--- src/common/regroup_pkg.sv ---
package regroup_pkg;

   //////////////////////////////////////////////////
   // widths and depth
   //////////////////////////////////////////////////

   // one lane data word
   localparam int word_w = 64;

   // ring addressing, in words
   localparam int addr_w = 6;
   localparam int depth  = 64;

   // an output beat carries two words, word 1 in the upper half
   localparam int beat_data_w = 2 * word_w;

   //////////////////////////////////////////////////
   // plain vector types
   //////////////////////////////////////////////////

   typedef logic [word_w-1:0] data_word_t;

   // ring address, wraps modulo depth
   typedef logic [addr_w-1:0] addr_t;

   // words per cycle, 0 to 2
   typedef logic [1:0] num_t;

   // end of packet code
   // 0000 no eop
   // 1nnn eop with nnn valid bytes, 000 meaning 8
   // 0001 and any other 0xxx is an errored eop
   typedef logic [3:0] eop_code_t;

   //////////////////////////////////////////////////
   // grouped signals
   //////////////////////////////////////////////////

   // one ring entry, 69 bits
   typedef struct packed {
      logic       sop;
      eop_code_t  eop_code;
      data_word_t data;
   } tag_word_t;

   // inbound group, valid words packed toward w1
   typedef struct packed {
      tag_word_t w1;
      tag_word_t w0;
      num_t      num;
   } in_grp_t;

   // streaming-bus output beat
   typedef struct packed {
      logic [beat_data_w-1:0] data;
      logic                   sop;
      logic                   eop;
      logic [3:0]             empty;
      logic                   error;
   } beat_t;

   // read scheduler wait state
   typedef enum logic {
      idle,
      hold_single
   } sched_state_t;

endpackage

--- src/regroup/beat_decoder.sv ---
module beat_decoder (
   input  logic                           clk,
   input  logic                           arst,
   input  regroup_pkg::tag_word_t [1:0]   rd_words,
   input  regroup_pkg::num_t              rd_num,
   output regroup_pkg::beat_t             out_beat,
   output logic                           out_valid
);

   // read count lined up with ram data
   regroup_pkg::num_t rd_num_q;

   regroup_pkg::eop_code_t code;
   regroup_pkg::beat_t     beat;
   logic                   one_word;
   logic [3:0]             valid_bytes;

   always_ff @(posedge clk or posedge arst) begin
      if (arst) begin
         rd_num_q <= '0;
      end
      else begin
         rd_num_q <= rd_num;
      end
   end

   //////////////////////////////////////////////////
   // eop decode
   //////////////////////////////////////////////////

   assign one_word = (rd_num_q == 2'd1);

   // last word of the beat carries the code
   assign code = one_word ? rd_words[1].eop_code : rd_words[0].eop_code;

   // 000 in the low bits stands for a full word
   assign valid_bytes = (code[2:0] == 3'd0) ? 4'd8 : {1'b0, code[2:0]};

   always_comb begin
      beat.sop   = rd_words[1].sop;
      beat.eop   = 1'b0;
      beat.error = 1'b0;
      // unused lower word is blanked on a one word beat
      beat.data  = {rd_words[1].data, one_word ? '0 : rd_words[0].data};
      if (code == 4'd0) begin
         // mid packet, empty counts the missing word
         beat.empty = one_word ? 4'd8 : 4'd0;
      end
      else if (code[3]) begin
         beat.eop   = 1'b1;
         beat.empty = 4'd8 - valid_bytes + (one_word ? 4'd8 : 4'd0);
      end
      else begin
         // 0001 and every other 0xxx code
         beat.eop   = 1'b1;
         beat.error = 1'b1;
         beat.empty = 4'd0;
      end
   end

   //////////////////////////////////////////////////
   // output register
   //////////////////////////////////////////////////

   // idle cycles carry an all zero beat
   always_ff @(posedge clk or posedge arst) begin
      if (arst) begin
         out_beat  <= '0;
         out_valid <= 1'b0;
      end
      else begin
         out_valid <= (rd_num_q != 2'd0);
         if (rd_num_q != 2'd0) begin
            out_beat <= beat;
         end
         else begin
            out_beat <= '0;
         end
      end
   end

endmodule

--- config.mk ---
export PLATFORM = sky130hd
export DESIGN_NAME = beat_decoder
export DESIGN_NICKNAME = d
export VERILOG_FILES = /design/src/common/regroup_pkg.sv /design/src/regroup/beat_decoder.sv
export SDC_FILE = /design/constraint.sdc
export NUM_CORES = 1
export LEC_CHECK = 0
export BUFFER_PORTS_ARGS = -buffer_cell sky130_fd_sc_hd__buf_2
export CAP_MARGIN = 20
export CORE_MARGIN = 4
export CORE_UTILIZATION = 46
export DETAILED_ROUTE_END_ITERATION = 8
export GPL_TIMING_DRIVEN = 0
export PLACE_DENSITY = 0.87
export SETUP_SLACK_MARGIN = 0.02
export SYNTH_ARGS = -nofsm -noshare
export SYNTH_HDL_FRONTEND = slang
export SYNTH_SLANG_ARGS = --single-unit
--- constraint.sdc ---
create_clock -name clk -period 11.9 [get_ports clk]
set_input_delay 0.595 -clock clk [delete_from_list [all_inputs] [get_ports clk]]
set_output_delay 0.595 -clock clk [all_outputs]
set_load 0.01 [all_outputs]
# --- Word level (Yosys, flattened, before mapping) ---
# Index checks and enable logic that the tools add are counted.
# Widths: inputs -> output; s select.
op_classes:
  n_eq_ne: 1
  addsub: 2
  reduce_logical: 3
  n_mux: 10
ops:
  columns: ["operator", "n"]
  rows:
  - ["$mux 135", 1]
  - ["$mux 64", 1]
  - ["$mux 4", 5]
  - ["$add 4x4->4", 1]
  - ["$logic_not 4->1", 1]
  - ["$sub 4x4->4 const A", 1]
  - ["$logic_not 3->1", 1]
  - ["$mux 1", 3]
  - ["$eq 2x1->1 const B", 1]
  - ["$reduce_bool 2->1", 1]
word_totals:
  inputBits: 142
  ff_bits: 138
  output_inout_bits: 136

# --- Logic depth before layout (Yosys ltp) ---
# Gate-level depths: netlist of the first run.
depth:
  word_depth: 9
  mapped_depth: 7

# --- Worst setup path after synthesis of the first run ---
# OpenSTA, ideal clock, no wires.
synth_timing:
  path_type: "reg2reg"
  start: "register rd_num_q[1]"
  end: "register out_beat[3] (netlist bit)"
  stages_incl_launch_ff: 8
  setup_slack_ns: 10.355
  t_required_ns: 11.804
  arrival_time_ns: 1.450
  synth_period_minus_slack_ns: 1.545
  setup_ns: 0.096
  cell_sequence: "dfrtp_1 > nand2b_1 > buf_2 > mux2i_1 > ha_1 > nand2b_1 > a21oi_1 > nor4_2"
synth_between:
  elab_chain_len: 9
  word_cells_on_any_way: 11
  cone_classes: "add/sub: 2; eq/ne: 1; mux: 5; reduce/logical: 3"
synth_lines:
  columns: ["element", "line", "rtl"]
  rows:
  - ["from (decl)", "beat_decoder.sv:11", "regroup_pkg::num_t rd_num_q;"]
  - ["from (signal assigned)", "beat_decoder.sv:23", "rd_num_q <= rd_num;"]
  - ["$eq 2x1->1", "beat_decoder.sv:31", "assign one_word = (rd_num_q == 2'd1);"]
  - ["$mux 4", "beat_decoder.sv:34", "assign code = one_word ? rd_words[1].eop_code : rd_words[0].eop_code;"]
  - ["$logic_not 3->1", "beat_decoder.sv:37", "assign valid_bytes = (code[2:0] == 3'd0) ? 4'd8 : {1'b0, code[2:0]};"]
  - ["$mux 4", "beat_decoder.sv:37", null]
  - ["$sub 4x4->4", "beat_decoder.sv:51", "beat.empty = 4'd8 - valid_bytes + (one_word ? 4'd8 : 4'd0);"]
  - ["$add 4x4->4", "beat_decoder.sv:51", null]
  - ["$mux 4", "beat_decoder.sv:49", "else if (code[3]) begin"]
  - ["$mux 4", "beat_decoder.sv:45", "if (code == 4'd0) begin"]
  - ["$mux 135 *", "beat_decoder.sv:73", "if (rd_num_q != 2'd0) begin"]
  - ["to (signal assigned)", "beat_decoder.sv:74", "out_beat <= beat;"]
  - ["to (decl)", "beat_decoder.sv:6", "output regroup_pkg::beat_t out_beat,"]
# Mark *: on every way between the ends. The rest lies on a longest branch, timed or not.

# --- Worst setup path after layout of the first run ---
# Same ends and word-level chain as after synthesis.

==> results of run 1 <==
==> layout make-up <==
class | count | share of cell area (%)
clock buffer | 20 | 6.38
tap | 129 | 2.42
inverter | 2 | 0.188
buffer | 15 | 1.46
multi-input combinational | 152 | 14.5
clock inverter | 12 | 2.14
timing repair buffer | 277 | 21.1
sequential | 138 | 51.8
==> layout by cell type (no fill, tap or decap), drive strengths merged <==
| cell | Yosys | final |
|---|---|---|
| a21oi | 1 | 1 |
| nand2b | 3 | 3 |
| clkinvlp | 0 | 4 |
| nor3 | 1 | 1 |
| nor2b | 2 | 2 |
| mux2i | 2 | 2 |
| or2 | 1 | 1 |
| buf | 8 | 285 |
| or3 | 1 | 1 |
| a32o | 1 | 1 |
| bufinv | 0 | 2 |
| dfrtp | 138 | 138 |
| a22oi | 1 | 1 |
| clkbuf | 7 | 27 |
| nor3b | 2 | 2 |
| o21ai | 2 | 2 |
| inv | 2 | 5 |
| ha | 1 | 1 |
| and2 | 129 | 129 |
| clkinv | 0 | 3 |
| nor2 | 3 | 3 |
| nor4 | 2 | 2 |
==> sequential cells by signal (all words and copies together) (netlist names) <==
register   flops
out_valid      1
out_beat     135
rd_num_q       2
==> metal layers <==
metal | vias up | global-route usage [%] | wire length [um]
met5 | - | 0 | 0
met4 | 0 | 7.31 | 134
met3 | 10 | 7.59 | 1060
met2 | 160 | 37.9 | 6530
met1 | 1578 | 21.3 | 4120
li1 | 1536 | - | -
==> logic make-up after synthesis <==
family	after synthesis	share of synthesized area [%]
mux	2	0.442
fa+ha+maj	1	0.277
buf+inv	17	2.32
simple gates	144	19.9
flops	138	76.3
compound gates	5	0.719
==> final timing paths <==
path | start | to | slack (ps) | cells after the start
max | rd_num_q[1] | out_beat[3] | 10050 | 7
min | arst | out_beat[92] | 170 | 2
max reg2reg | rd_num_q[1] | out_beat[3] | 10050 | 7
min reg2reg | rd_num_q[0] | out_beat[4] | 710 | 3
max in group asynchronous | arst | out_beat[78] | 10970 | 3
min in group clk | rd_num[1] | rd_num_q[1] | 210 | 1
==> Yosys cell counts, drive strengths merged <==
| library cell | instances |
|---|---|
| clkbuf | 7 |
| inv | 2 |
| nand2b | 3 |
| nor2 | 3 |
| and2 | 129 |
| a21oi | 1 |
| or3 | 1 |
| nor2b | 2 |
| a32o | 1 |
| o21ai | 2 |
| mux2i | 2 |
| nor4 | 2 |
| nor3 | 1 |
| nor3b | 2 |
| or2 | 1 |
| buf | 8 |
| ha | 1 |
| a22oi | 1 |
| dfrtp | 138 |
==> per-stage QoR <==
stage / area, um^2 / cells / worst slack (ps) / total power (W) / utilization, %
global placement: 6070 / 712 / 6500 / 0.000615 / 64.4
detailed placement: 6100 / 713 / 10090 / 0.000621 / 64.8
floorplan: 4520 / 307 / 7610 / 0.000560 / -
finish: 6670 / 745 / 10050 / 0.00111 / 70.8
CTS: 6670 / 745 / 10060 / 0.00112 / 70.8
global route: 6670 / 745 / 9860 / 0.00116 / 70.8
==> power groups by stage <==
stage / Sequential, W / Combinational, W / Clock (W)
detailed placement: 0.000512 / 0.000109 / 0
floorplan: 0.000527 / 0.0000327 / 0
CTS: 0.000504 / 0.000110 / 0.000508
global route: 0.000506 / 0.000119 / 0.000532
finish: 0.000504 / 0.000107 / 0.000497
global placement: 0.000511 / 0.000104 / 0
==> flow_summary.toml, run 1 <==
[cells_and_area]
drive_gt1_share_pct = 51.3
n_antenna_cell = 0
fin_nets = 746
area_delta_synth_final_pct = 47.4
multiInputGateArea_um2 = 966
ff_latch_area_um2 = 3450
fillCellCount = 676

[detailed_routing]
drtIter0Drc = 97
post_drt_wl_per_cell_um = 15.9
vias_per_cell = 4.41
drcViolationCount = 0
first_pass_iters = 4
drt-total-wl_mm = 11.8
antenna_left = 0
vias = 3284

[sta]
hold_violations = 0
finClkSkew_ps = 5.38
fin_crit_ps = 1850
setup_tns_ps = 0
hold-worst-slack_ps = 171
finalSetupViolCount = 0
tightest_slew_ps = 581
min_period_over_period_pct = 15.5
max_clock_freq_mhz = 541
maxSlewViolCount = 0
rsz0062_at_grt = "false"
slew_headroom_pct = 61.3

[pwr]
ir_worst_vdd_mv = 0.130
p_sw_w = 0.000258
p_int_w = 0.000849
clkPwrFrac_pct = 44.9
p_leak_nw = 3.63
power_density_nw_per_um2 = 166
power_frac_seq_pct = 45.5
power.share.switching_pct = 23.3
pwr-share-comb_pct = 9.7

[setup_path]
crit_top_cell = "nand2b_1"
critPathBufInv = 1
critical_path.max_fanout = 7
slowest_stage = "dfrtp_1"
cp_cell_sequence = "nand2b_1 -> buf_2 -> mux2i_1 -> ha_1 -> nand2b_1 -> a21oi_1 -> nor4_2"
cp.required_ps = 12280
cp_slowest_stage_delay_ps = 460
worst-endpoint-arrival_ps = 2230
critPathKind = "reg -> reg"
worst_setup_path_start_kind = "flop"
critPathCaptureType = "flop"
cp_top_family = "simple AND/OR/NAND/NOR gates"

[clock_network]
cts_made_buffers = 17
htreeDepth = 4
cts_hold_buf = 0
cts.clk_slew.worst_paths_ps = 60
cts_max_path_buffers = 2
cts.repair.resized = 0
post_cts_buffers = 0
clock_sinks = 138
insertion_delay_ps = 490
cts_root_buf = "clkbuf_8"
cts_tree = "yes"

[floorplan]
placementRows = 35
die_w_um = 107
io_pins = 278
placeableCoreArea_um2 = 9420
die_area_um2 = 11500
die_h_um = 107
start_util_pct = 48.1

[outcome]
status = "completed"

[synthesis]
synth_warnings = 0
syn_inst = 307
ys_ff_latch = 138
syn-cell-area_um2 = 4520
synth.largest_area_cell = "dfrtp_1"
seq_area_frac_synth_pct = 76.3
syn_avg_cell_area_um2 = 14.7
synthTopCellsByArea = "dfrtp_1 76%, and2_1 18%, buf_6 1.2%, clkbuf_1 0.58%, mux2i_1 0.44%"
syn_nets = 450
synth_cell_type_count = 21
synth.top_cell.area_share_pct = 76.3

[global_route]
grt_max_degree = 75
grtUsageTotal_pct = 20.6
antenna_found_initial = 0
grt_pass1_wl_mm = 17.9
grt_pass1_vias = 3567
overflow = 0

[place]
dp_hpwl_mm = 9.10
gp_congestion = 0.811
io_buffer_count = 276

[run]
max_cap_violations = 0

[min_path]
min_path_type = "in -> async"
(Power assumes the default switching activity.)
==> run 2, diff against run 1 <==
Settings changed: CORE_ASPECT_RATIO set to 1.5, CORE_UTILIZATION 46 to 38, PLACE_DENSITY 0.87 to 0.77.
Clock period 11.9 ns to 1.5 ns, I/O delays scaled along.
==> run 2 against run 1 <==
  * The run now ends with setup timing left
  * Utilization increased by 0.23 points
  * Final area up 24%
  * First-iteration DRC count fell by 34%
  * Largest cell class unchanged
  * Highest routed layer unchanged
  * Sequential power grew to 7.9 times the previous value
==> flow_summary.toml, run 2 (synthesis gave the netlist of run 1 again) <==
[setup_path]
critPathCaptureType = "flop"
worst-endpoint-arrival_ps = 1810
startpoint = "rd_num_q[1]"
worst_setup_path_start_kind = "flop"
cp.required_ps = 1790
critical_path.max_fanout = 4
timing.rr.start = "rd_num_q[1]"
critPathKind = "reg -> reg"

[detailed_routing]
first_pass_iters = 5
vias = 3943
antenna_left = 0
drcViolationCount = 0
drt-total-wl_mm = 15.0
wl_met2_mm = 8.24
highest_layer = "met4"
wl_met1_mm = 5.05
wl_met3_mm = 1.25
post_drt_wl_per_cell_um = 16.6
vias_per_cell = 4.35
drtIter0Drc = 64

[place]
dp.cells = 736
io_buffer_count = 276
gp_congestion = 0.906
dp_hpwl_mm = 9.36

[sta]
fin_crit_ps = 1520
min_period_over_period_pct = 101
setup_ws_ps = -18.4
finalSetupViolCount = 1
slew_headroom_pct = 52.5
hold-worst-slack_ps = 80.8
rsz0062_at_grt = "true"
maxSlewViolCount = 0
hold_violations = 0
finClkSkew_ps = 7.43
tightest_slew_ps = 711
max_clock_freq_mhz = 659

[floorplan]
die_area_um2 = 13800
io_pins = 278
die_h_um = 142
placeableCoreArea_um2 = 11600
start_util_pct = 39.0
placementRows = 48
die_w_um = 97.1

[pwr]
power_frac_seq_pct = 41.5
p_sw_w = 0.00209
pwr-share-comb_pct = 12.5
power_density_nw_per_um2 = 1170
clkPwrFrac_pct = 45.9
p_total_w = 0.00963
p_leak_nw = 4.27
ir_worst_vdd_mv = 1.12
p_int_w = 0.00754
power.share.switching_pct = 21.7

[cells_and_area]
area_delta_synth_final_pct = 82.0
largest_register = "out_beat"
utilization_pct = 71.0
layout_common_cells = "278 x buf_2, 137 x dfrtp_1, 135 x dlygate4sd3_1, 129 x and2_1, 17 x clkbuf_16"
final_cells = 906
fillCellCount = 722
largestRegisters = "out_beat (135), rd_num_q (2), out_valid (1)"
final_common_cell = "buf_2"
fin_nets = 886
drive_gt1_share_pct = 43.6
largest_reg_flops = 135

[global_route]
grt_max_degree = 43
grt_pass1_wl_mm = 23.8
overflow = 0
grt_pass1_vias = 4591
antenna_found_initial = 0
grtUsageTotal_pct = 22.4

[outcome]
failed_checks = "setup timing"
status = "finished with violations"

[min_path]
min_path_type = "in -> reg"
worstHoldStart = "rd_words[66]"

[clock_network]
cts_tree = "yes"
cts.clk_slew.worst_paths_ps = 50
cts_root_buf = "clkbuf_16"
htreeDepth = 4
insertion_delay_ps = 400
cts_max_path_buffers = 2
cts_made_buffers = 17
clock_sinks = 138

[run]
max_cap_violations = 0
[run 2: worst max-delay path: stages (launching register included)]
cell	delay, ps
dfrtp_2	420
nand2b_4	180
mux2i_4	210
ha_4	180
nor3b_4	140
nor4_2	280
[run 2: final cells by class]
cell class,instances,area (um^2),area share [%]
clock buffers,18,429,5.21
repair buffers,418,2820,34.3
diodes,2,5.00,0.0608
inverters,2,11.3,0.137
multi-input cells,152,1030,12.5
clock inverters,12,199,2.42
flip-flops and latches,138,3450,41.9
plain buffers,14,92.6,1.12
well taps,150,188,2.28
[run 2: power groups by stage]
stage | Clock, W | Sequential [W] | Combinational (W)
6_report | 0.00442 | 0.00400 | 0.00121
5_1_grt | 0.00469 | 0.00401 | 0.00131
2_1_floorplan | 0 | 0.00418 | 0.000264
3_5_place_dp | 0 | 0.00406 | 0.000887
4_1_cts | 0.00452 | 0.00399 | 0.00119
3_3_place_gp | 0 | 0.00405 | 0.000840
[run 2: metal layers]
layer	GRT usage [%]	vias up
met5	0	-
met4	11.0	0
met3	9.25	41
met2	40.3	209
met1	22.0	1881
li1	-	1812
[run 2: path summary, 6_finish.rpt]
kind                                end  slack (ps)  depth (start not counted)
setup / recovery            out_beat[3]         -20                          5
hold / removal              out_beat[3]          80                          4
setup reg to reg            out_beat[3]         -20                          5
hold reg to reg             out_beat[1]         820                          3
max in group asynchronous  out_beat[39]         320                          5
min in group asynchronous   out_beat[6]         350                          3
[run 2: what timing repair did]
item                                    4_1_cts  5_1_grt
setup buffers                                 2        2
pin swaps                                     2        1
endpoints found under the setup margin        2        1
endpoints found under the hold margin       162        0
gates cloned                                  0        0
hold buffers                                135        0
resized for setup                             8        1
[run 2: through the flow]
stage	area (um^2)	TNS (ps)	setup WS [ps]
global placement	6120	-136490	-994
detailed placement	6180	-356	-247
floorplan	4550	-40860	-296
finish	8240	-18.4	-18.4
global route	8230	-19.7	-19.7
CTS	8210	-51.7	-51.7
