$ cat config.mk
export PLATFORM = sky130hd
export DESIGN_NAME = read_scheduler
export DESIGN_NICKNAME = d
export VERILOG_FILES = /design/src/common/regroup_pkg.sv /design/src/regroup/read_scheduler.sv
export SDC_FILE = /design/constraint.sdc
export NUM_CORES = 1
export LEC_CHECK = 0
export ABC_AREA = 1
export BUFFER_PORTS_ARGS = -buffer_cell sky130_fd_sc_hd__buf_2
export CORE_MARGIN = 2
export CORE_UTILIZATION = 45
export CTS_BUF_LIST = sky130_fd_sc_hd__clkbuf_8
export CTS_CLUSTER_DIAMETER = 50
export CTS_CLUSTER_SIZE = 14
export DETAILED_ROUTE_END_ITERATION = 8
export PLACE_DENSITY = 0.71
export REMOVE_ABC_BUFFERS = 1
export SETUP_SLACK_MARGIN = 0.1
export SYNTH_ARGS = -nofsm -noshare
export SYNTH_HDL_FRONTEND = slang
export SYNTH_SLANG_ARGS = --single-unit
$ cat constraint.sdc
create_clock -name clk -period 9.1 [get_ports clk]
set_input_delay 1.82 -clock clk [delete_from_list [all_inputs] [get_ports clk]]
set_output_delay 1.82 -clock clk [all_outputs]
set_load 0.02 [all_outputs]
$ cat src/common/regroup_pkg.sv
package regroup_pkg;

   //////////////////////////////////////////////////
   // widths and depth
   //////////////////////////////////////////////////

   // one lane data word
   localparam int word_w = 64;

   // ring addressing, in words
   localparam int addr_w = 6;
   localparam int depth  = 64;

   // an output beat carries two words, word 1 in the upper half
   localparam int beat_data_w = 2 * word_w;

   //////////////////////////////////////////////////
   // plain vector types
   //////////////////////////////////////////////////

   typedef logic [word_w-1:0] data_word_t;

   // ring address, wraps modulo depth
   typedef logic [addr_w-1:0] addr_t;

   // words per cycle, 0 to 2
   typedef logic [1:0] num_t;

   // end of packet code
   // 0000 no eop
   // 1nnn eop with nnn valid bytes, 000 meaning 8
   // 0001 and any other 0xxx is an errored eop
   typedef logic [3:0] eop_code_t;

   //////////////////////////////////////////////////
   // grouped signals
   //////////////////////////////////////////////////

   // one ring entry, 69 bits
   typedef struct packed {
      logic       sop;
      eop_code_t  eop_code;
      data_word_t data;
   } tag_word_t;

   // inbound group, valid words packed toward w1
   typedef struct packed {
      tag_word_t w1;
      tag_word_t w0;
      num_t      num;
   } in_grp_t;

   // streaming-bus output beat
   typedef struct packed {
      logic [beat_data_w-1:0] data;
      logic                   sop;
      logic                   eop;
      logic [3:0]             empty;
      logic                   error;
   } beat_t;

   // read scheduler wait state
   typedef enum logic {
      idle,
      hold_single
   } sched_state_t;

endpackage

$ cat src/regroup/read_scheduler.sv
module read_scheduler (
   input  logic                     clk,
   input  logic                     arst,
   input  regroup_pkg::num_t        wr_num,
   input  regroup_pkg::addr_t       wr_addr,
   input  logic [1:0]               eop_mark,
   output regroup_pkg::addr_t       rd_addr,
   output regroup_pkg::num_t        rd_num,
   output logic                     wr_overflow
);

   // one eop flag per ring word
   logic [regroup_pkg::depth-1:0] eop_map;

   // words held, one extra bit so a full ring fits
   logic [regroup_pkg::addr_w:0] held;
   logic [regroup_pkg::addr_w:0] held_nxt;

   regroup_pkg::sched_state_t state;
   regroup_pkg::sched_state_t state_nxt;

   regroup_pkg::addr_t wr_addr_p1;
   regroup_pkg::addr_t rd_addr_p1;
   logic               first_eop;

   assign wr_addr_p1 = wr_addr + 1'b1;
   assign rd_addr_p1 = rd_addr + 1'b1;

   // eop flag of the oldest held word
   assign first_eop = eop_map[rd_addr];

   //////////////////////////////////////////////////
   // read decision
   //////////////////////////////////////////////////

   always_comb begin
      rd_num    = 2'd0;
      state_nxt = regroup_pkg::idle;
      case (state)
         regroup_pkg::hold_single: begin
            // lone word is known non-eop, wait for its partner
            if (held >= 2) begin
               rd_num = 2'd2;
            end
            else begin
               state_nxt = regroup_pkg::hold_single;
            end
         end
         default: begin
            // eop first word goes out alone
            if ((held != 0) && first_eop) begin
               rd_num = 2'd1;
            end
            else if (held >= 2) begin
               rd_num = 2'd2;
            end
            else if (held == 1) begin
               state_nxt = regroup_pkg::hold_single;
            end
         end
      endcase
   end

   // never negative, rd_num never exceeds held
   assign held_nxt = held + wr_num - rd_num;

   //////////////////////////////////////////////////
   // pointer, count and state
   //////////////////////////////////////////////////

   always_ff @(posedge clk or posedge arst) begin
      if (arst) begin
         rd_addr     <= '0;
         held        <= '0;
         state       <= regroup_pkg::idle;
         wr_overflow <= 1'b0;
      end
      else begin
         rd_addr     <= rd_addr + rd_num;
         held        <= held_nxt;
         state       <= state_nxt;
         // one cycle pulse on write pointer overrun
         wr_overflow <= (held_nxt > regroup_pkg::depth);
      end
   end

   //////////////////////////////////////////////////
   // eop bitmap
   //////////////////////////////////////////////////

   // clear what is read, then load marks of new words
   always_ff @(posedge clk or posedge arst) begin
      if (arst) begin
         eop_map <= '0;
      end
      else begin
         if (rd_num != 2'd0) begin
            eop_map[rd_addr] <= 1'b0;
         end
         if (rd_num == 2'd2) begin
            eop_map[rd_addr_p1] <= 1'b0;
         end
         if (wr_num != 2'd0) begin
            eop_map[wr_addr] <= eop_mark[1];
         end
         if (wr_num == 2'd2) begin
            eop_map[wr_addr_p1] <= eop_mark[0];
         end
      end
   end

endmodule

# Word level (Yosys, flattened, before mapping)
# Index checks and enable logic that the tools add are counted.
[word_totals] register_bits=79 latch_bits=0 ram_bits=0 mem_bits_ro=0 out_inout_bits=9 elab_cells=59 memories=0
[classes] add_sub_neg=5 multipliers=0 div_mod_pow=0 n_lt_le_gt_ge=10 eq_ne=3 n_shift=0 muxes=24 bitwise_logic=4 reduce_logical=8
[op_table] op="2-to-1 mux 64 bit" count=4
[op_table] op="bitwise AND 64 bit" count=2
[op_table] op="bitwise mux 64 bit" count=2
[op_table] op="NOT 64 bit" count=2
[op_table] op="less-than comparator 6 x 7 -> 1 bit, second input constant" count=4
[op_table] op="demux 1 bit (select 6 bit)" count=4
[op_table] op=">= comparator 6 x 1 -> 1 bit, second input constant" count=4
[op_table] op="adder 6 x 1 -> 6 bit, second input constant" count=2
[op_table] op="2-to-1 mux 1 bit" count=10
[op_table] op="adder 7 x 2 -> 7 bit" count=1
[op_table] op="== test 7 x 1 -> 1 bit, second input constant" count=1
[op_table] op=">= comparator 7 x 2 -> 1 bit, second input constant" count=1
[op_table] op="greater-than comparator 7 bit, second input constant" count=1
[op_table] op="nonzero test 7 bit" count=1
[op_table] op="subtractor 7 x 2 -> 7 bit" count=1
[op_table] op="adder 6 x 2 -> 6 bit" count=1
[op_table] op="binary-select mux 1 bit (select 6 bit)" count=1
[op_table] op="2-to-1 mux 2 bit" count=3
[op_table] op="logical AND 1 bit" count=5
[op_table] op="== test 2 bit, second input constant" count=2
[op_table] op="nonzero test 2 bit" count=2

# Depth between registers and ports, before layout
# Gate-level depths: netlist of the first run.
[logic_depth] word_depth=13 mapped_depth=29 depth_no_buf=25

# Least setup slack after synthesis of the first run
# Ideal clock, no wire load.
[synth_timing] path_type="register to register" startpoint="register rd_addr[1]" endpoint="register wr_overflow" arrival_ns=3.985 path_slack_ns=4.986 stages_incl_launch_ff=23 n_path_buf=3 path_cell_list="dfrtp_1 buf_2 nor2_1 nand3_1 nand2_1 o21ai_1 nand2_1 nor2_1 nand2_1 nand2_1 buf_4 buf_4 inv_2 nor2_1 inv_1 fa_1 fa_1 a21oi_1 o21bai_1 a21oi_1 o21bai_1 xor2_1 a21oi_1"
[synth_via] elab_chain_cells=7
[synth_lines] element="from (decl)" line="read_scheduler.sv:7" rtl="output regroup_pkg::addr_t rd_addr,"
[synth_lines] element="from (signal assigned)" line="read_scheduler.sv:79" rtl="rd_addr <= rd_addr + rd_num;"
[synth_lines] element="binary-select mux 1 bit (select 6 bit)" line="read_scheduler.sv:30" rtl="assign first_eop = eop_map[rd_addr];"
[synth_lines] element="2-to-1 mux 1 bit (not written as such)" line="read_scheduler.sv:30"
[synth_lines] element="logical AND 1 bit" line="read_scheduler.sv:51" rtl="if ((held != 0) && first_eop) begin"
[synth_lines] element="2-to-1 mux 2 bit" line="read_scheduler.sv:51"
[synth_lines] element="2-to-1 mux 2 bit" line="read_scheduler.sv:39" rtl="case (state)"
[synth_lines] element="named net rd_num[0]" line="read_scheduler.sv:8" rtl="output regroup_pkg::num_t rd_num,"
[synth_lines] element="subtractor 7 x 2 -> 7 bit" line="read_scheduler.sv:65" rtl="assign held_nxt = held + wr_num - rd_num;"
[synth_lines] element="greater-than comparator 7 bit" line="read_scheduler.sv:83" rtl="wr_overflow <= (held_nxt > regroup_pkg::depth);"
[synth_lines] element="to (signal assigned)" line="read_scheduler.sv:83"
[synth_lines] element="to (decl)" line="read_scheduler.sv:9" rtl="output logic wr_overflow"
# The timed path passes the listed nets, and every way through them passes these cells. The select of a mux whose other input is x is not followed.

# Worst setup path after layout of the first run
[layout_timing] startpoint="register rd_addr[0]" endpoint="output rd_num[1]"
[layout_via] elab_chain_cells=5
[layout_lines] element="binary-select mux 1 bit (select 6 bit)" line="read_scheduler.sv:30"
[layout_lines] element="2-to-1 mux 1 bit (not written as such)" line="read_scheduler.sv:30"
[layout_lines] element="logical AND 1 bit" line="read_scheduler.sv:51"
[layout_lines] element="2-to-1 mux 2 bit" line="read_scheduler.sv:51"
[layout_lines] element="2-to-1 mux 2 bit" line="read_scheduler.sv:39"
[layout_lines] element="to (decl)" line="read_scheduler.sv:8"
# No other way between the ends. The select of a mux whose other input is x is not followed.

==> results.txt, run 1 <==
Setup violations, final: 0
period utilisation layout: 57.1%
met1 GRT Util: 43.1%
top cell type's share of synthesized area: 25.7%
clock root buffer: clkbuf_8
register share of total power: 25.0%
prevailing post-synth register cell: dfrtp_1
max-cap violation count: 0
Core Region: 0.0166 mm²
routed wire length: 29500 µm
power per cell area: 325 mW/mm²
met2 Track Usage GR: 50.0%
largest net degree at the start of global routing: 66
DRT iter0 DRCs: 1218
layout cells sized above 1: 6.52%
per-cell routed wire length: 19.4 µm
Overall Global Routing Usage: 33.0%
Worst EP arrival: 3.38 ns
post-DP HPWL: 19100 µm
Synth area leaders: dfrtp_1 (26%), nand2_1 (17%), nand3_1 (14%)
Worst Hold Launch: state
Fin. Hold Viols: 0
Internal Power: 0.00109 W
first-pass GRT wire length: 45500 µm
status: complete, no violations
switching portion of total power: 58.8%
final setup TNS: 0 ns
fill count: 1734
kind of critical path: reg2out
Relative slew margins: 13.1%
Hold WC Path Type: reg2reg
EDFF count, synth: 0
Die H: 135 µm
critical path endpoint category: primary output
startpoint type of the worst setup path: flop
clk sinks: 79
Yosys cell types: 34
internal reg-to-reg setup slack: 4.35 ns
DRC errors left: 0
Die ar.: 0.0182 mm²
max frequency: 192 MHz
Worst-Skew Late Latency: 0.41 ns
fin cells: 1524
port bufs: 20
vias per inst: 5.77
M3 GR Usage: 8.75%
hold depth: 2
clock share of power: 9.9%
Top Ports: 21
Die X: 135 µm
hold path endpoint: state
pre-CTS setup slack: 4.41 ns
reg2reg end: wr_overflow
final net count: 1331
Synth area leader: dfrtp_1
Final WS setup: 3.90 ns
vias in the first global route: 8128
synth-to-layout area growth: 5.41%
Most Crowded Layer GR: met2
CP max FO: 54
DRT Pass-1 Iters: 6
Setup Fix Bufs, Post-CTS: 0
Mapped Area: 0.00770 mm²
post-synthesis sequential area ratio: 25.7%
clk_skew: 0.0195 ns
minimum clock period: 5.20 ns
most frequent cells in the layout: nand2_1 (344), nor2_1 (226), nand3_1 (209)
CTS clk-pin slew, worst paths: 0.08 ns
CTS max path bufs: 2
Pleak: 3.70 nW
Psw: 0.00155 W
post-CTS resize count: 0
Antenna Nets Post-Route: 0
# H-tree levels: 3
RSZ-0062 raised after global routing: false
initial antenna violation count: 0
max-slew violations: 0
hold_buf cts: 0
Cells after Synth: 1312
vias after detailed routing: 8800
R2R Path Start: rd_addr[0]
Synth warnings: 0
total CTS buffers: 9
TritonCTS clock tree: built
Placed Cells: 1508
worst reg2reg path depth: 23
Synth async-reset ratio: 100%
Starting Density: 46.2%
row count: 47
worst vdd ir: 0.206 mV
ANT cells: 0
Req. time, crit path: 7.28 ns
logic gate share of total power: 65.1%
Slew @ Worst Pin: 1.30 ns
#FFs+latches synth: 79
global route overflow: 0
Placer Congestion: 0.987
most common cell after layout, fill and taps aside: nand2_1
syn_area_per_cell: 5.87 µm²
Min Hold Slack: 0.555 ns
power groups by stage:
stage | logic [W] | clock network (W) | registers [W]
finish | 0.00172 | 0.000262 | 0.000659
global route | 0.00188 | 0.000276 | 0.000676
CTS | 0.00166 | 0.000260 | 0.000655
detailed placement | 0.00165 | 0 | 0.000661
global placement | 0.00163 | 0 | 0.000660
floorplan | 0.00112 | 0 | 0.000621
metal layers:
| layer | wire length, µm | share of wire, % |
|---|---|---|
| met1 | 11500 | 39 |
| met2 | 12900 | 44 |
| met3 | 3430 | 12 |
| met4 | 1700 | 5.8 |
| met5 | 0 | 0 |
synthesized netlist by cell type (2+ instances only):
cell type    n
ha_1        17
xor2_1      12
nor3_2       2
clkbuf_1    31
o21ai_1      7
nor2_1     226
nor4_1       5
nand3_1    209
o211ai_1     5
inv_4        2
nand2_1    345
buf_4        7
nor3_4       6
dfrtp_1     79
o21bai_1     3
inv_1      153
o31ai_1      5
o21ai_0     12
nand2_2      2
a21boi_0    24
a21oi_1    101
buf_2       21
xor2_4       2
nor3_1      14
a31oi_1      2
fa_1         3
inv_2       10
how the worst max path moves through the flow:
stage	start	endpoint	slack (ns)
floorplan	rd_addr[0]	rd_num[1]	3.25
CTS	rd_addr[0]	rd_num[1]	3.96
finish	rd_addr[0]	rd_num[1]	3.90
global route	rd_addr[0]	rd_num[1]	3.70
global placement	rd_addr[0]	rd_num[1]	4.48
detailed placement	rd_addr[0]	rd_num[1]	4.41
metrics by stage:
| stage | util, % | power (W) | area, µm² |
|---|---|---|---|
| after floorplan | - | 0.00175 | 7420 |
| after global placement | 47.7 | 0.00229 | 7940 |
| after detailed placement | 47.7 | 0.00231 | 7940 |
| after CTS | 48.7 | 0.00258 | 8110 |
| after global routing | 48.7 | 0.00283 | 8110 |
| final | 48.7 | 0.00264 | 8110 |
registers in the layout (all words and copies together) (netlist names):
signal / cells
eop_map: 64
held: 7
rd_addr: 6
state: 1
wr_overflow: 1
logic make-up after synthesis:
group,count (synthesis),synth area share [%]
AND/OR/NAND/NOR,813,45.1
buffers and inverters,225,11.7
AO/OA/AOI/OAI,160,11.8
flip-flops,79,25.7
adder cells (fa/ha/maj),20,3.54
XOR/XNOR,15,2.19
critical path: stages (launching register included):
cell and delay (ns):
dfrtp_2 1.00, inv_2 0.48, nand2_1 0.17, nand2_1 0.07, nand2_1 0.06, nand2_1 0.06
nand2_1 0.05, nand2_1 0.05, nand2_1 0.05, nand2_1 0.05, nor2_1 0.19, nand2_1 0.09
nand2_2 0.08, inv_2 0.05, nor2_1 0.26, buf_2 0.23
cell type report:
class | instances | area, µm² | area share [%]
well taps | 220 | 275 | 3.39
flip-flops and latches | 79 | 1980 | 24.4
clock buffers | 11 | 151 | 1.87
inverters | 165 | 626 | 7.71
multi-input cells | 1008 | 4840 | 59.6
repair buffers | 36 | 220 | 2.71
clock inverters | 5 | 25.0 | 0.308
(Power assumes the default switching activity.)
==> run 2: changes to the inputs <==
==> constraint.sdc (replaced) <==
create_clock -name clk -period 5.25 [get_ports clk]
set_input_delay 1.05 -clock clk [delete_from_list [all_inputs] [get_ports clk]]
set_output_delay 1.05 -clock clk [all_outputs]
set_load 0.02 [all_outputs]
==> results.txt, run 2 (synthesis gave the netlist of run 1 again) <==
minimum clock period: 4.18 ns
DRT Pass-1 Iters: 6
Worst Hold Launch: state
most common cell after layout, fill and taps aside: nand2_1
port bufs: 20
clk sinks: 79
final net count: 1330
max-cap violation count: 0
layout cells sized above 1: 6.45%
FF/Latch Area: 0.00198 mm²
R2R Path Start: rd_addr[1]
Starting Density: 46.2%
Antenna Nets Post-Route: 0
Relative slew margins: 11.9%
critical path endpoint category: flop
fill count: 1799
initial antenna violation count: 0
startpoint type of the worst setup path: flop
Die ar.: 0.0182 mm²
Core Region: 0.0166 mm²
clk_skew: 0.0110 ns
global route overflow: 0
Pleak: 3.70 nW
Placer Congestion: 0.958
CP max FO: 16
post-CTS resize count: 0
CTS max path bufs: 2
largest net degree at the start of global routing: 66
max-slew violations: 0
Overall Global Routing Usage: 34.0%
# H-tree levels: 3
CTS clk-pin slew, worst paths: 0.09 ns
biggest regs: eop_map x64, held x7, rd_addr x6
Critical Path Source: rd_addr[1]
vias after detailed routing: 8800
status: complete, no violations
vias in the first global route: 8027
fin cells: 1523
Top Ports: 21
total CTS buffers: 9
Req. time, crit path: 5.53 ns
routed wire length: 30300 µm
row count: 47
DRC errors left: 0
most frequent cells in the layout: nand2_1 (344), nor2_1 (226), nand3_1 (209)
clock root buffer: clkbuf_8
post-DP HPWL: 19700 µm
Fin. Hold Viols: 0
area of the multi-input gates: 0.00484 mm²
Worst-Skew Late Latency: 0.40 ns
Placed Cells: 1507
power per cell area: 572 mW/mm²
Hold WC Path Type: reg2reg
TritonCTS clock tree: built
ANT cells: 0
first-pass GRT wire length: 46500 µm
max FFs per register: 64
period utilisation layout: 79.7%
final setup TNS: 0 ns
hold_buf cts: 0
DRT iter0 DRCs: 1478
Worst EP arrival: 4.46 ns
vias per inst: 5.78
Most flops, register: eop_map
RSZ-0062 raised after global routing: false
kind of critical path: reg2reg
Die X: 135 µm
max frequency: 239 MHz
Setup violations, final: 0
per-cell routed wire length: 19.9 µm
worst vdd ir: 0.493 mV
Slew @ Worst Pin: 1.32 ns
Setup Fix Bufs, Post-CTS: 0
Die H: 135 µm
synth-to-layout area growth: 5.33%
==> run 2: area by class of cell <==
type                       instances  share of cell area, %
tap                              220                   3.40
inverter                         165                   7.72
multi-input combinational       1008                   59.7
timing repair buffer              35                   2.62
clock buffer                      11                   1.87
clock inverter                     5                  0.324
sequential                        79                   24.4
==> run 2: path summary, 6_finish.rpt <==
kind | end | slack, ns | cells after the start
hold reg to reg | state | 0.54 | 2
hold / removal | state | 0.54 | 2
min in group asynchronous | wr_overflow | 0.79 | 2
setup / recovery | wr_overflow | 1.07 | 20
max in group asynchronous | eop_map[37] | 3.48 | 3
setup reg to reg | wr_overflow | 1.07 | 20
==> run 2: routing by layer <==
layer	share of wire (%)	track usage, %	wire, µm	vias to the layer above
met5	0	0	0	-
met3	13	8.03	3810	108
met2	42	48.5	12600	598
met4	5.4	19.7	1630	0
li1	-	-	-	4139
met1	40	46.7	12300	3955
==> run 2: worst max-delay path: stages (launching register included) <==
cell	delay [ns]
dfrtp_1	0.74
inv_2	0.24
nor2_1	0.49
o211ai_1	0.18
nand2_1	0.10
o21ai_1	0.06
nand2_1	0.13
nor2_1	0.08
nand2_1	0.07
nand2_2	0.06
inv_2	0.09
nor2_1	0.09
inv_1	0.09
fa_1	0.46
fa_1	0.47
a21oi_1	0.15
o21bai_1	0.11
a21oi_1	0.14
o21bai_1	0.09
xor2_1	0.17
a21oi_1	0.06
==> run 2: metrics by stage <==
| step | util [%] | instance area (µm²) | setup slack, ns | hold slack (ns) | power [W] |
|---|---|---|---|---|---|
| 2_1_floorplan | - | 7420 | -0.603 | 0.495 | 0.00303 |
| 3_3_place_gp | 47.6 | 7930 | 1.18 | 0.512 | 0.00405 |
| 3_5_place_dp | 47.6 | 7930 | 1.10 | 0.514 | 0.00407 |
| 4_1_cts | 48.7 | 8110 | 1.06 | 0.530 | 0.00452 |
| 5_1_grt | 48.7 | 8110 | 0.719 | 0.557 | 0.00492 |
| 6_report | 48.7 | 8110 | 1.07 | 0.536 | 0.00463 |
==> run 2: power by group <==
| group | leakage [nW] | switching (W) | internal, W |
|---|---|---|---|
| clock | 0.102 | 0.000261 | 0.000194 |
| combinational | 2.58 | 0.00227 | 0.000826 |
| sequential | 1.02 | 0.000205 | 0.000876 |
| total | 3.70 | 0.00274 | 0.00190 |
